===== src/logic/scope_pkg.sv =====
package scope_pkg;

    // Number of sample streams merged by the combiner
    localparam int N_CHANNELS = 4;

    // Width of the trigger output vector
    localparam int N_TRIGGERS = 4;

    // Capture FIFO depth must stay a power of two so the pointers wrap on their own
    localparam int FIFO_DEPTH = 16;
    localparam int FIFO_ADDR_W = $clog2(FIFO_DEPTH);

    // One ADC sample as delivered by a channel
    typedef logic [15:0] sample_t;

    // Index of an input channel, used as the tag of a combined word
    typedef logic [1:0] channel_id_t;

    // Combined word layout
    //   31:24  channel id, zero extended
    //   23:16  zero
    //   15:0   sample
    typedef logic [31:0] scope_word_t;

    // Frame length and the position of a word inside its frame
    typedef logic [15:0] frame_count_t;

endpackage


===== src/logic/scope_regs_pkg.sv =====
package scope_regs_pkg;

    // Software register port
    typedef logic [2:0]  reg_address_t;
    typedef logic [31:0] reg_data_t;

    // Configuration registers
    localparam reg_address_t ADDR_FRAME_LENGTH     = 3'd0;
    localparam reg_address_t ADDR_TRIGGER_SELECT   = 3'd1;
    localparam reg_address_t ADDR_TRIGGER_POSITION = 3'd2;

    // A write here arms the trigger hub and the address always reads zero
    localparam reg_address_t ADDR_SOFT_TRIGGER     = 3'd3;

    // A write here releases a held capture and a read returns the inhibit flag in bit 0
    localparam reg_address_t ADDR_CAPTURE_ACK      = 3'd4;

    // Addresses 5 to 7 are unmapped and read as zero

    // Values loaded into the configuration registers on reset
    localparam logic [15:0] FRAME_LENGTH_RESET     = 16'd8;
    localparam logic [1:0]  TRIGGER_SELECT_RESET   = 2'd0;
    localparam logic [15:0] TRIGGER_POSITION_RESET = 16'd0;

endpackage


===== src/logic/scope_registers.sv =====
`timescale 1ns/1ps

module scope_registers
    import scope_pkg::*;
    import scope_regs_pkg::*;
(
    input  logic         clock,
    input  logic         arst_n,
    input  logic         reg_write,
    input  reg_address_t reg_address,
    input  reg_data_t    reg_write_data,
    output reg_data_t    reg_read_data,
    input  logic         capture_inhibit,
    output frame_count_t frame_length,
    output logic [1:0]   trigger_select,
    output frame_count_t trigger_position,
    output logic         soft_trigger,
    output logic         capture_ack
);

    // Configuration registers, updated by software writes
    always_ff @(posedge clock or negedge arst_n) begin
        if (!arst_n) begin
            frame_length     <= FRAME_LENGTH_RESET;
            trigger_select   <= TRIGGER_SELECT_RESET;
            trigger_position <= TRIGGER_POSITION_RESET;
        end else if (reg_write) begin
            case (reg_address)
                ADDR_FRAME_LENGTH: begin
                    frame_length <= reg_write_data[15:0];
                end
                ADDR_TRIGGER_SELECT: begin
                    trigger_select <= reg_write_data[1:0];
                end
                ADDR_TRIGGER_POSITION: begin
                    trigger_position <= reg_write_data[15:0];
                end
                default: begin
                end
            endcase
        end
    end

    // Command strobes are single-cycle pulses issued the cycle after the write.
    // The written data is ignored, only the address matters
    always_ff @(posedge clock or negedge arst_n) begin
        if (!arst_n) begin
            soft_trigger <= 1'b0;
            capture_ack  <= 1'b0;
        end else begin
            soft_trigger <= reg_write && (reg_address == ADDR_SOFT_TRIGGER);
            capture_ack  <= reg_write && (reg_address == ADDR_CAPTURE_ACK);
        end
    end

    // Readback is purely combinational from the address
    always_comb begin
        case (reg_address)
            ADDR_FRAME_LENGTH:     reg_read_data = {16'h0000, frame_length};
            ADDR_TRIGGER_SELECT:   reg_read_data = {30'd0, trigger_select};
            ADDR_TRIGGER_POSITION: reg_read_data = {16'h0000, trigger_position};
            ADDR_CAPTURE_ACK:      reg_read_data = {31'd0, capture_inhibit};
            default:               reg_read_data = '0;
        endcase
    end

endmodule


===== src/logic/channel_combiner.sv =====
`timescale 1ns/1ps

module channel_combiner
    import scope_pkg::*;
(
    input  logic                     clock,
    input  logic                     arst_n,
    input  logic [N_CHANNELS-1:0]    ch_valid,
    input  sample_t [N_CHANNELS-1:0] ch_sample,
    output logic [N_CHANNELS-1:0]    ch_ready,
    output logic                     comb_valid,
    output scope_word_t              comb_word,
    input  logic                     comb_ready
);

    channel_id_t rr_pointer;
    channel_id_t grant_id;
    logic        grant_found;
    logic        load;

    // The output register takes a new word when it is empty or drained this cycle
    assign load = !comb_valid || comb_ready;

    // Pick the first valid channel at or after the round-robin pointer.
    // The index wraps through the channel id width
    always_comb begin
        grant_found = 1'b0;
        grant_id    = rr_pointer;
        for (int i = 0; i < N_CHANNELS; i++) begin
            if (!grant_found && ch_valid[channel_id_t'(rr_pointer + i)]) begin
                grant_found = 1'b1;
                grant_id    = channel_id_t'(rr_pointer + i);
            end
        end
    end

    // Only the granted channel sees ready, and only while the register can load
    always_comb begin
        ch_ready = '0;
        if (load && grant_found) begin
            ch_ready[grant_id] = 1'b1;
        end
    end

    // Valid flag and arbitration pointer
    always_ff @(posedge clock or negedge arst_n) begin
        if (!arst_n) begin
            comb_valid <= 1'b0;
            rr_pointer <= '0;
        end else if (load) begin
            comb_valid <= grant_found;
            if (grant_found) begin
                // Skip past the winner so every channel gets its turn
                rr_pointer <= grant_id + 2'd1;
            end
        end
    end

    // Tagged word register
    always_ff @(posedge clock) begin
        if (load && grant_found) begin
            comb_word <= {6'd0, grant_id, 8'h00, ch_sample[grant_id]};
        end
    end

endmodule


===== src/logic/trigger_hub.sv =====
`timescale 1ns/1ps

module trigger_hub
    import scope_pkg::*;
(
    input  logic                  clock,
    input  logic                  arst_n,
    input  logic                  soft_trigger,
    input  logic                  capture_ack,
    input  logic [1:0]            trigger_select,
    input  frame_count_t          trigger_position,
    input  frame_count_t          frame_position,
    input  logic                  word_taken,
    input  logic                  frame_end,
    output logic                  capture_inhibit,
    output logic [N_TRIGGERS-1:0] trigger_out
);

    typedef enum logic [1:0] {
        HUB_IDLE,
        HUB_ARMED,
        HUB_FIRED,
        HUB_HELD
    } hub_state_t;

    hub_state_t            state;
    logic                  position_hit;
    logic [N_TRIGGERS-1:0] select_onehot;

    // A word at the programmed position is passing into the FIFO
    assign position_hit = word_taken && (frame_position == trigger_position);

    // Capture stays blocked for as long as the hub holds
    assign capture_inhibit = (state == HUB_HELD);

    always_comb begin
        select_onehot = '0;
        select_onehot[trigger_select] = 1'b1;
    end

    always_ff @(posedge clock or negedge arst_n) begin
        if (!arst_n) begin
            state       <= HUB_IDLE;
            trigger_out <= '0;
        end else begin
            trigger_out <= '0;
            case (state)
                HUB_IDLE: begin
                    if (soft_trigger) begin
                        state <= HUB_ARMED;
                    end
                end
                HUB_ARMED: begin
                    if (position_hit) begin
                        trigger_out <= select_onehot;
                        // The trigger word can also be the last word of its frame
                        state <= frame_end ? HUB_HELD : HUB_FIRED;
                    end
                end
                HUB_FIRED: begin
                    if (frame_end) begin
                        state <= HUB_HELD;
                    end
                end
                HUB_HELD: begin
                    if (capture_ack) begin
                        state <= HUB_IDLE;
                    end
                end
                default: begin
                    state <= HUB_IDLE;
                end
            endcase
        end
    end

endmodule


===== src/logic/frame_marker.sv =====
`timescale 1ns/1ps

module frame_marker
    import scope_pkg::*;
(
    input  logic         clock,
    input  logic         arst_n,
    input  frame_count_t frame_length,
    input  logic         in_valid,
    input  scope_word_t  in_word,
    output logic         in_ready,
    output logic         out_valid,
    output scope_word_t  out_word,
    output logic         out_last,
    input  logic         out_ready,
    output frame_count_t frame_position
);

    frame_count_t word_count;
    frame_count_t last_position;

    assign last_position = frame_length - 16'd1;

    // Zero-latency pass-through of the stream itself
    assign out_valid = in_valid;
    assign out_word  = in_word;
    assign in_ready  = out_ready;

    // Greater-or-equal also ends a frame cleanly if the length shrinks mid-frame
    assign out_last = (word_count >= last_position);

    // Position of the word currently offered
    assign frame_position = word_count;

    always_ff @(posedge clock or negedge arst_n) begin
        if (!arst_n) begin
            word_count <= '0;
        end else if (in_valid && out_ready) begin
            if (out_last) begin
                word_count <= '0;
            end else begin
                word_count <= word_count + 16'd1;
            end
        end
    end

endmodule


===== src/logic/capture_fifo.sv =====
`timescale 1ns/1ps

module capture_fifo
    import scope_pkg::*;
(
    input  logic        clock,
    input  logic        arst_n,
    input  logic        in_valid,
    input  scope_word_t in_word,
    input  logic        in_last,
    output logic        in_ready,
    output logic        out_valid,
    output scope_word_t out_word,
    output logic        out_last,
    input  logic        out_ready
);

    typedef logic [FIFO_ADDR_W-1:0] index_t;
    typedef logic [FIFO_ADDR_W:0]   fill_t;

    scope_word_t word_mem [FIFO_DEPTH];
    logic        last_mem [FIFO_DEPTH];
    index_t      write_index;
    index_t      read_index;
    fill_t       fill_count;
    logic        push;
    logic        pop;

    assign in_ready  = (fill_count != fill_t'(FIFO_DEPTH));
    assign out_valid = (fill_count != '0);
    assign push      = in_valid && in_ready;
    assign pop       = out_valid && out_ready;

    // The head entry is read directly, so it stays put while the consumer stalls
    assign out_word = word_mem[read_index];
    assign out_last = last_mem[read_index];

    always_ff @(posedge clock) begin
        if (push) begin
            word_mem[write_index] <= in_word;
            last_mem[write_index] <= in_last;
        end
    end

    always_ff @(posedge clock or negedge arst_n) begin
        if (!arst_n) begin
            write_index <= '0;
            read_index  <= '0;
            fill_count  <= '0;
        end else begin
            if (push) begin
                write_index <= write_index + 1'b1;
            end
            if (pop) begin
                read_index <= read_index + 1'b1;
            end
            case ({push, pop})
                2'b10:   fill_count <= fill_count + 1'b1;
                2'b01:   fill_count <= fill_count - 1'b1;
                default: fill_count <= fill_count;
            endcase
        end
    end

endmodule


===== src/logic/scope_capture.sv =====
`timescale 1ns/1ps

module scope_capture
    import scope_pkg::*;
    import scope_regs_pkg::*;
(
    input  logic                     clock,
    input  logic                     arst_n,
    input  logic [N_CHANNELS-1:0]    ch_valid,
    input  sample_t [N_CHANNELS-1:0] ch_sample,
    output logic [N_CHANNELS-1:0]    ch_ready,
    input  logic                     reg_write,
    input  reg_address_t             reg_address,
    input  reg_data_t                reg_write_data,
    output reg_data_t                reg_read_data,
    output logic                     out_valid,
    output scope_word_t              out_word,
    output logic                     out_last,
    input  logic                     out_ready,
    output logic [N_TRIGGERS-1:0]    trigger_out,
    output logic                     frame_done
);

    frame_count_t frame_length;
    logic [1:0]   trigger_select;
    frame_count_t trigger_position;
    frame_count_t frame_position;
    logic         soft_trigger;
    logic         capture_ack;
    logic         capture_inhibit;
    logic         comb_valid;
    scope_word_t  comb_word;
    logic         comb_ready;
    logic         gated_valid;
    logic         mark_valid;
    scope_word_t  mark_word;
    logic         mark_last;
    logic         mark_ready;
    logic         word_taken;
    logic         frame_end;

    scope_registers i_registers (
        .clock(clock), .arst_n(arst_n),
        .reg_write(reg_write), .reg_address(reg_address),
        .reg_write_data(reg_write_data), .reg_read_data(reg_read_data),
        .capture_inhibit(capture_inhibit), .frame_length(frame_length),
        .trigger_select(trigger_select), .trigger_position(trigger_position),
        .soft_trigger(soft_trigger), .capture_ack(capture_ack)
    );

    channel_combiner i_combiner (
        .clock(clock), .arst_n(arst_n),
        .ch_valid(ch_valid), .ch_sample(ch_sample), .ch_ready(ch_ready),
        .comb_valid(comb_valid), .comb_word(comb_word), .comb_ready(comb_ready)
    );

    // While inhibited the combiner keeps draining, so those words are dropped here
    assign gated_valid = comb_valid && !capture_inhibit;

    frame_marker i_marker (
        .clock(clock), .arst_n(arst_n), .frame_length(frame_length),
        .in_valid(gated_valid), .in_word(comb_word), .in_ready(comb_ready),
        .out_valid(mark_valid), .out_word(mark_word), .out_last(mark_last),
        .out_ready(mark_ready), .frame_position(frame_position)
    );

    assign word_taken = mark_valid && mark_ready;
    assign frame_end  = word_taken && mark_last;

    trigger_hub i_trigger_hub (
        .clock(clock), .arst_n(arst_n),
        .soft_trigger(soft_trigger), .capture_ack(capture_ack),
        .trigger_select(trigger_select), .trigger_position(trigger_position),
        .frame_position(frame_position), .word_taken(word_taken),
        .frame_end(frame_end), .capture_inhibit(capture_inhibit),
        .trigger_out(trigger_out)
    );

    capture_fifo i_fifo (
        .clock(clock), .arst_n(arst_n),
        .in_valid(mark_valid), .in_word(mark_word), .in_last(mark_last),
        .in_ready(mark_ready), .out_valid(out_valid), .out_word(out_word),
        .out_last(out_last), .out_ready(out_ready)
    );

    // Frame completion pulse for whatever moves the frame out of the FIFO
    always_ff @(posedge clock or negedge arst_n) begin
        if (!arst_n) begin
            frame_done <= 1'b0;
        end else begin
            frame_done <= frame_end;
        end
    end

endmodule


===== config.mk =====
export PLATFORM = sky130hd
export DESIGN_NAME = scope_capture
export DESIGN_NICKNAME = d
export VERILOG_FILES = /design/src/logic/scope_pkg.sv /design/src/logic/scope_regs_pkg.sv /design/src/logic/scope_registers.sv /design/src/logic/channel_combiner.sv /design/src/logic/trigger_hub.sv /design/src/logic/frame_marker.sv /design/src/logic/capture_fifo.sv /design/src/logic/scope_capture.sv
export SDC_FILE = /design/constraint.sdc
export NUM_CORES = 1
export LEC_CHECK = 0
export BUFFER_PORTS_ARGS = -buffer_cell sky130_fd_sc_hd__buf_2
export CORE_MARGIN = 2
export CORE_UTILIZATION = 55
export DETAILED_ROUTE_END_ITERATION = 7
export PLACE_DENSITY = 0.75
export SLEW_MARGIN = 0
export SYNTH_ARGS = -nofsm -noshare
export SYNTH_HDL_FRONTEND = slang
export SYNTH_SLANG_ARGS = --single-unit

===== constraint.sdc =====
create_clock -name clock -period 8.7 [get_ports clock]
set_clock_uncertainty 0.05 [all_clocks]
set_input_delay 0.87 -clock clock [delete_from_list [all_inputs] [get_ports clock]]
set_output_delay 0.87 -clock clock [all_outputs]
set_load 0.1 [all_outputs]

Word level (Yosys, flattened, before mapping)
Memories as Yosys holds them, arrays and structs flattened.
Cells that the tools add are included.

word-level totals
  memories kept = 2
  bits of input ports = 107
  output and inout port bits = 75
  register bits = 93
  RAM bits = 304
  logic and storage cells = 114

cells by class
  eq/ne operators = 15
  magnitude comparators = 9
  add/subtract/negate cells = 10
  reduce and logical (&&, ||, !) cells = 28
  muxes and demuxes = 35

memory list
  name             words  width  read ports  clocked after Yosys merged registers in  write ports  line                source
  i_fifo.word_mem  16     18     1           0                                        1            capture_fifo.sv:21  scope_word_t word_mem [FIFO_DEPTH];
  i_fifo.last_mem  16     1      1           0                                        1            capture_fifo.sv:22  logic last_mem [FIFO_DEPTH];

operators with widths
  operator               number
  $pmux 16 s4            1
  $bmux 16 s2            1
  $mux 16                2
  $lt 2x3->1 const B     6
  $add 16x1->16 const B  1
  $eq 16x16->1           1
  $ge 16x16->1           1
  $sub 16x1->16 const B  1
  $mux 2                 7
  $logic_and 1x1->1      13
  $mux 1                 13
  $mux 4                 3
  $pmux 5 s2             1
  $add 4x1->4 const B    2
  $bmux 1 s2             4
  $pmux 2 s4             1
  $reduce_and 2->1       4
  $eq 2x2->1 const B     3
  $eq 3x2->1 const B     2
  $add 5x1->5 const B    1
  $logic_not 1->1        5
  $ne 5x5->1 const B     1
  $reduce_bool 5->1      1
  $sub 5x1->5 const B    1
  14 further kinds       21

Logic depth before layout (Yosys ltp)
  depth in word-level cells = 17
  depth in mapped cells = 14
  gate-level depth less buffers = 13

Hierarchy
Synthesis repeated with hierarchy kept, for this count alone.

second synthesis, totals
  cell total of the unflattened synthesis = 1563
  area total of the unflattened synthesis = 26988.4 um^2

modules (own cells, without submodules)
  module            area each (um^2)  instances  sequential area each (um^2)  cells each
  capture_fifo      21485.6           1          16180.5                      1041
  scope_registers   1839.3            1          902.1                        142
  frame_marker      1629.1            1          400.4                        197
  channel_combiner  1436.4            1          615.6                        121
  trigger_hub       554.3             1          150.1                        58
  scope_capture     43.8              1          25.0                         4

Worst setup path before layout
Ideal clock, no wire load.

  kind = input to output
  start = input reg_address[1]
  end = output reg_read_data[0]
  data arrival time = 3560 ps
  path slack = 4220 ps
  path buffers = 1
  data required time = 7780 ps
  stages = 3
  cell sequence = buf_1 -> nand2b_1 -> o32ai_1

on the way
  longest elaborated chain between the ends = 2
  elaborated cells between the ends (all ways) = 5
  those cells by class = eq/ne (3); mux (1); reduce/logical (1)

ends and longest elaborated chain
  what                                      line                   source
  from (decl)                               scope_capture.sv:13    input reg_address_t reg_address,
  $eq 3x3->1, or another cell as far along  scope_registers.sv:58  case (reg_address)
  $pmux 16 s4 *                             scope_registers.sv:58
  to (decl)                                 scope_capture.sv:15    output reg_data_t reg_read_data,

Mark *: on every way between the ends. The rest lies on a longest branch, timed or not.

Final worst setup path
  start = register i_fifo.read_index[0]
  end = output out_last

on the way
  longest elaborated chain between the ends = 1

ends and longest elaborated chain
  what                    line                 source
  from (decl)             capture_fifo.sv:24   index_t read_index;
  from (signal assigned)  capture_fifo.sv:55   read_index <= read_index + 1'b1;
  $mem_v2 16x1            --
  to (decl)               scope_capture.sv:18  output logic out_last,

No other way between the ends.

==> results.md <==
- Synth warn: 0
- Period utilisation layout: 53.8%
- Starting Density: 55.4%
- CTS HTree Levels: 2
- Largest net degree at the start of global routing: 76
- Worst Max-Slew Pin Slew: 1.23 ns
- Number of global-route vias before repair: 9855
- CTS tree: done
- Synth-to-layout area growth: 13.6%
- Cell count after synthesis: 1012
- Slew Limit Fails: 0
- Slew headroom: 18.0%
- Full die area: 33100 sq um
- RSZ-0062 raised after global routing: no
- Row cnt: 65
- Cts hold-fix bufs: 0
- Filler Cell Count: 2215
- Count of cell types in the netlist: 60
- Worst min path class: in -> async
- Global Route Usage Sum: 23.3%
- Reg clk slew, reported paths: 0.06 ns
- Total setup buffers inserted after CTS: 0
- Antenna violations before repair: 0
- Vias/cell: 5.91
- Final Instance Area: 19800 sq um
- Routed wire length: 37.6 mm
- Ant. Diodes: 0
- Antenna Violating Nets Remaining: 0
- Reg area: 11600 sq um
- Final Hold Viols: 0
- Synth top area share: 55.6%
- Layout Cells excl Fill: 1600
- Outcome: finished, final reports clean
- Max Clock Freq: 214 MHz
- Overall Power: 7740 uW
- Lkg Pwr: 0.00730 uW
- Final RePlAce weighted congestion: 0.818
- Core area: 31400 sq um
- Post-synthesis adder-cell area fraction: 2.63%
- Async S/R FF share, synth: 18.9%
- Peak fanout along the critical path: 49
- TNS Setup: 0 ns
- Max clock buf depth: 3
- Synthesized area per cell: 17.2 sq um
- Crit end category: output port
- CTS Buf Count: 40
- Drt wl/cell: 23.5 microns
- Startpoint types: flip-flop
- WS Path Type: reg -> out
- Critical-path cell list: buf_4 -> mux4_2 -> mux4_2 -> buf_2
- Post-cts sizing count: 0
- Proportion of layout cells with a drive suffix above 1: 30.4%
- Die X-Extent: 182 microns
- Seq/Total Area, Yosys: 66.4%
- DRC errors left: 0
- Top FF cell, synth: edfxtp_1
- Synth Area in Simple Gates: 5.72%
- Iter 0 DRT Violations: 836
- DR vias: 9462
- Cell taking the most area after synthesis: edfxtp_1
- Synthesized area: 17400 sq um
- First-pass GRT wire length: 58.0 mm
- DR pass1 iterations: 4
- Num Clock Sinks: 397
- Peak VDD IR: 0.000281 V
- Placed inst area: 18500 sq um
- Critical path's largest stage delay: 0.86 ns
- Root Buffer: clkbuf_16
- Critical Path Source: i_fifo.read_index[0]
- Final #Nets: 1309
- CP required: 7.78 ns
- Die height: 182 microns
- Post-synthesis compound-gate area fraction: 3.52%
- Most used cell, CP: mux4_2
- Post-DP HPWL: 22.4 mm
- Post-synth EDFFs: 322
- Footprint of the multi-input gates: 5470 sq um
- Num ports: 182
- Max capacitance violation total: 0
- Inst Count DP: 1526
- Mux cell area share after synthesis: 16.4%
- Slowest cell on crit path: buf_4
- Port Buf Inserts: 135
- Setup WS post-layout: 4.02 ns
- Final setup viols: 0
- Main combinational cell family by area after synthesis: multiplexers
- Pre-CTS setup slack: 4.22 ns
- XOR/XNOR Fraction of Synth Area: 2.37%
- Area contributors post-synth: edfxtp_1 56%, mux4_2 12%, dfrtp_1 11%, ha_1 2.5%, mux2_2 2.2%
- GRT overflow: 0
- Power Density: 391 nW/um^2
- Seq cells post-synth: 397
- R2R Path Start: i_registers.frame_length[5]
- CP Data Arrival Time: 3.76 ns
- Tmin final: 4.68 ns
- Clk_lat worst skew: 0.53 ns
[logic make-up after synthesis]
logic type / count (synthesis)
simple gates: 176
other cells: 1
buf+inv: 98
compound gates: 95
mux: 162
flops: 397
xor+xnor: 47
fa+ha+maj: 36
[state kept, by name (all words and copies together) (netlist names), 4 cells and up]
| name | cells |
|---|---|
| i_combiner.comb_word | 18 |
| i_fifo.fill_count | 5 |
| i_fifo.last_mem | 16 |
| i_fifo.read_index | 4 |
| i_fifo.word_mem | 288 |
| i_fifo.write_index | 4 |
| i_marker.frame_position | 16 |
| i_registers.frame_length | 16 |
| i_registers.trigger_position | 16 |
| i_trigger_hub.trigger_out | 4 |
[cells in the mapped netlist, types with 3 or more instances]
cell type,n
edfxtp_1,322
mux4_2,95
dfrtp_1,74
nor2_1,37
buf_4,35
ha_1,35
mux2_2,34
mux2i_1,32
a21oi_1,31
nand2_1,31
xnor2_1,28
clkbuf_1,25
inv_1,22
nor2b_1,22
o21ai_0,20
xor2_1,19
a211oi_1,16
and2_1,15
buf_2,13
and3_1,9
nor3_1,9
nand4_1,8
nor4_1,8
nand3_1,7
and4_1,6
a21o_1,5
nand2b_1,4
buf_1,3
o21a_1,3
o22ai_1,3
o31ai_1,3
[final timing paths]
path	end	slack, ns	cells after the start
max	out_last	4.02	4
min	i_registers.frame_length[15]	0.42	1
max reg2reg	i_trigger_hub.state[0]	4.27	12
min reg2reg	i_fifo.read_index[3]	0.43	1
max in group asynchronous	i_fifo.read_index[0]	7.45	1
min in group clock	i_fifo.read_index[3]	0.43	1
[where the power goes]
| part | internal (uW) | total, uW | switching, uW |
|---|---|---|---|
| Clock | 1000 | 1710 | 705 |
| Combinational | 957 | 2870 | 1910 |
| Sequential | 2720 | 3160 | 445 |
[layout make-up]
class | count | share of cell area [%]
Inverter | 22 | 0.418
Tap cell | 402 | 2.54
Clock buffer | 53 | 5.47
Multi-Input combinational cell | 546 | 27.6
Sequential cell | 397 | 58.4
Clock inverter | 21 | 1.16
Timing Repair Buffer | 159 | 4.34
[critical path: cells and delay by family, from the launching register on]
kind,cells,cell delay [ns]
flip-flops,1,0.81
multiplexers,2,1.17
buffers and inverters,2,1.18
[metal layers]
| layer | GRT usage (%) | wire, microns | part of all wire [%] |
|---|---|---|---|
| met1 | 32.8 | 15700 | 42 |
| met2 | 39.1 | 19000 | 51 |
| met3 | 3.39 | 2170 | 5.8 |
| met4 | 5.52 | 713 | 1.9 |
| met5 | 0 | 0 | 0 |
[placed cells by master, fill, tap and decap left out, types with 3 or more instances in the layout]
cell / instances
o21ai_0: 20
nand2b_1: 4
clkinv_2: 7
a21oi_1: 31
ha_1: 35
and4_1: 6
nor2_1: 37
a21o_1: 5
nand4_1: 8
o22ai_1: 3
nor4_1: 8
inv_1: 22
nand2_1: 31
and2_1: 15
nor2b_1: 22
mux4_2: 95
xor2_1: 19
mux2i_1: 32
clkbuf_1: 11
nand3_1: 7
and3_1: 9
edfxtp_1: 322
o21a_1: 3
xnor2_1: 28
conb_1: 30
clkinv_1: 7
buf_4: 25
dfrtp_1: 72
mux2_2: 34
bufinv_16: 4
clkbuf_16: 41
a211oi_1: 16
nor3_1: 9
buf_2: 134
[stage by stage]
stage,hold WS (ns),utilization [%]
after floorplan,0.423,-
after global placement,0.412,58.8
after detailed placement,0.427,58.8
after CTS,0.437,63.0
after global routing,0.444,63.0
final,0.421,63.0
Note: power is estimated with default switching activity, not from simulation.
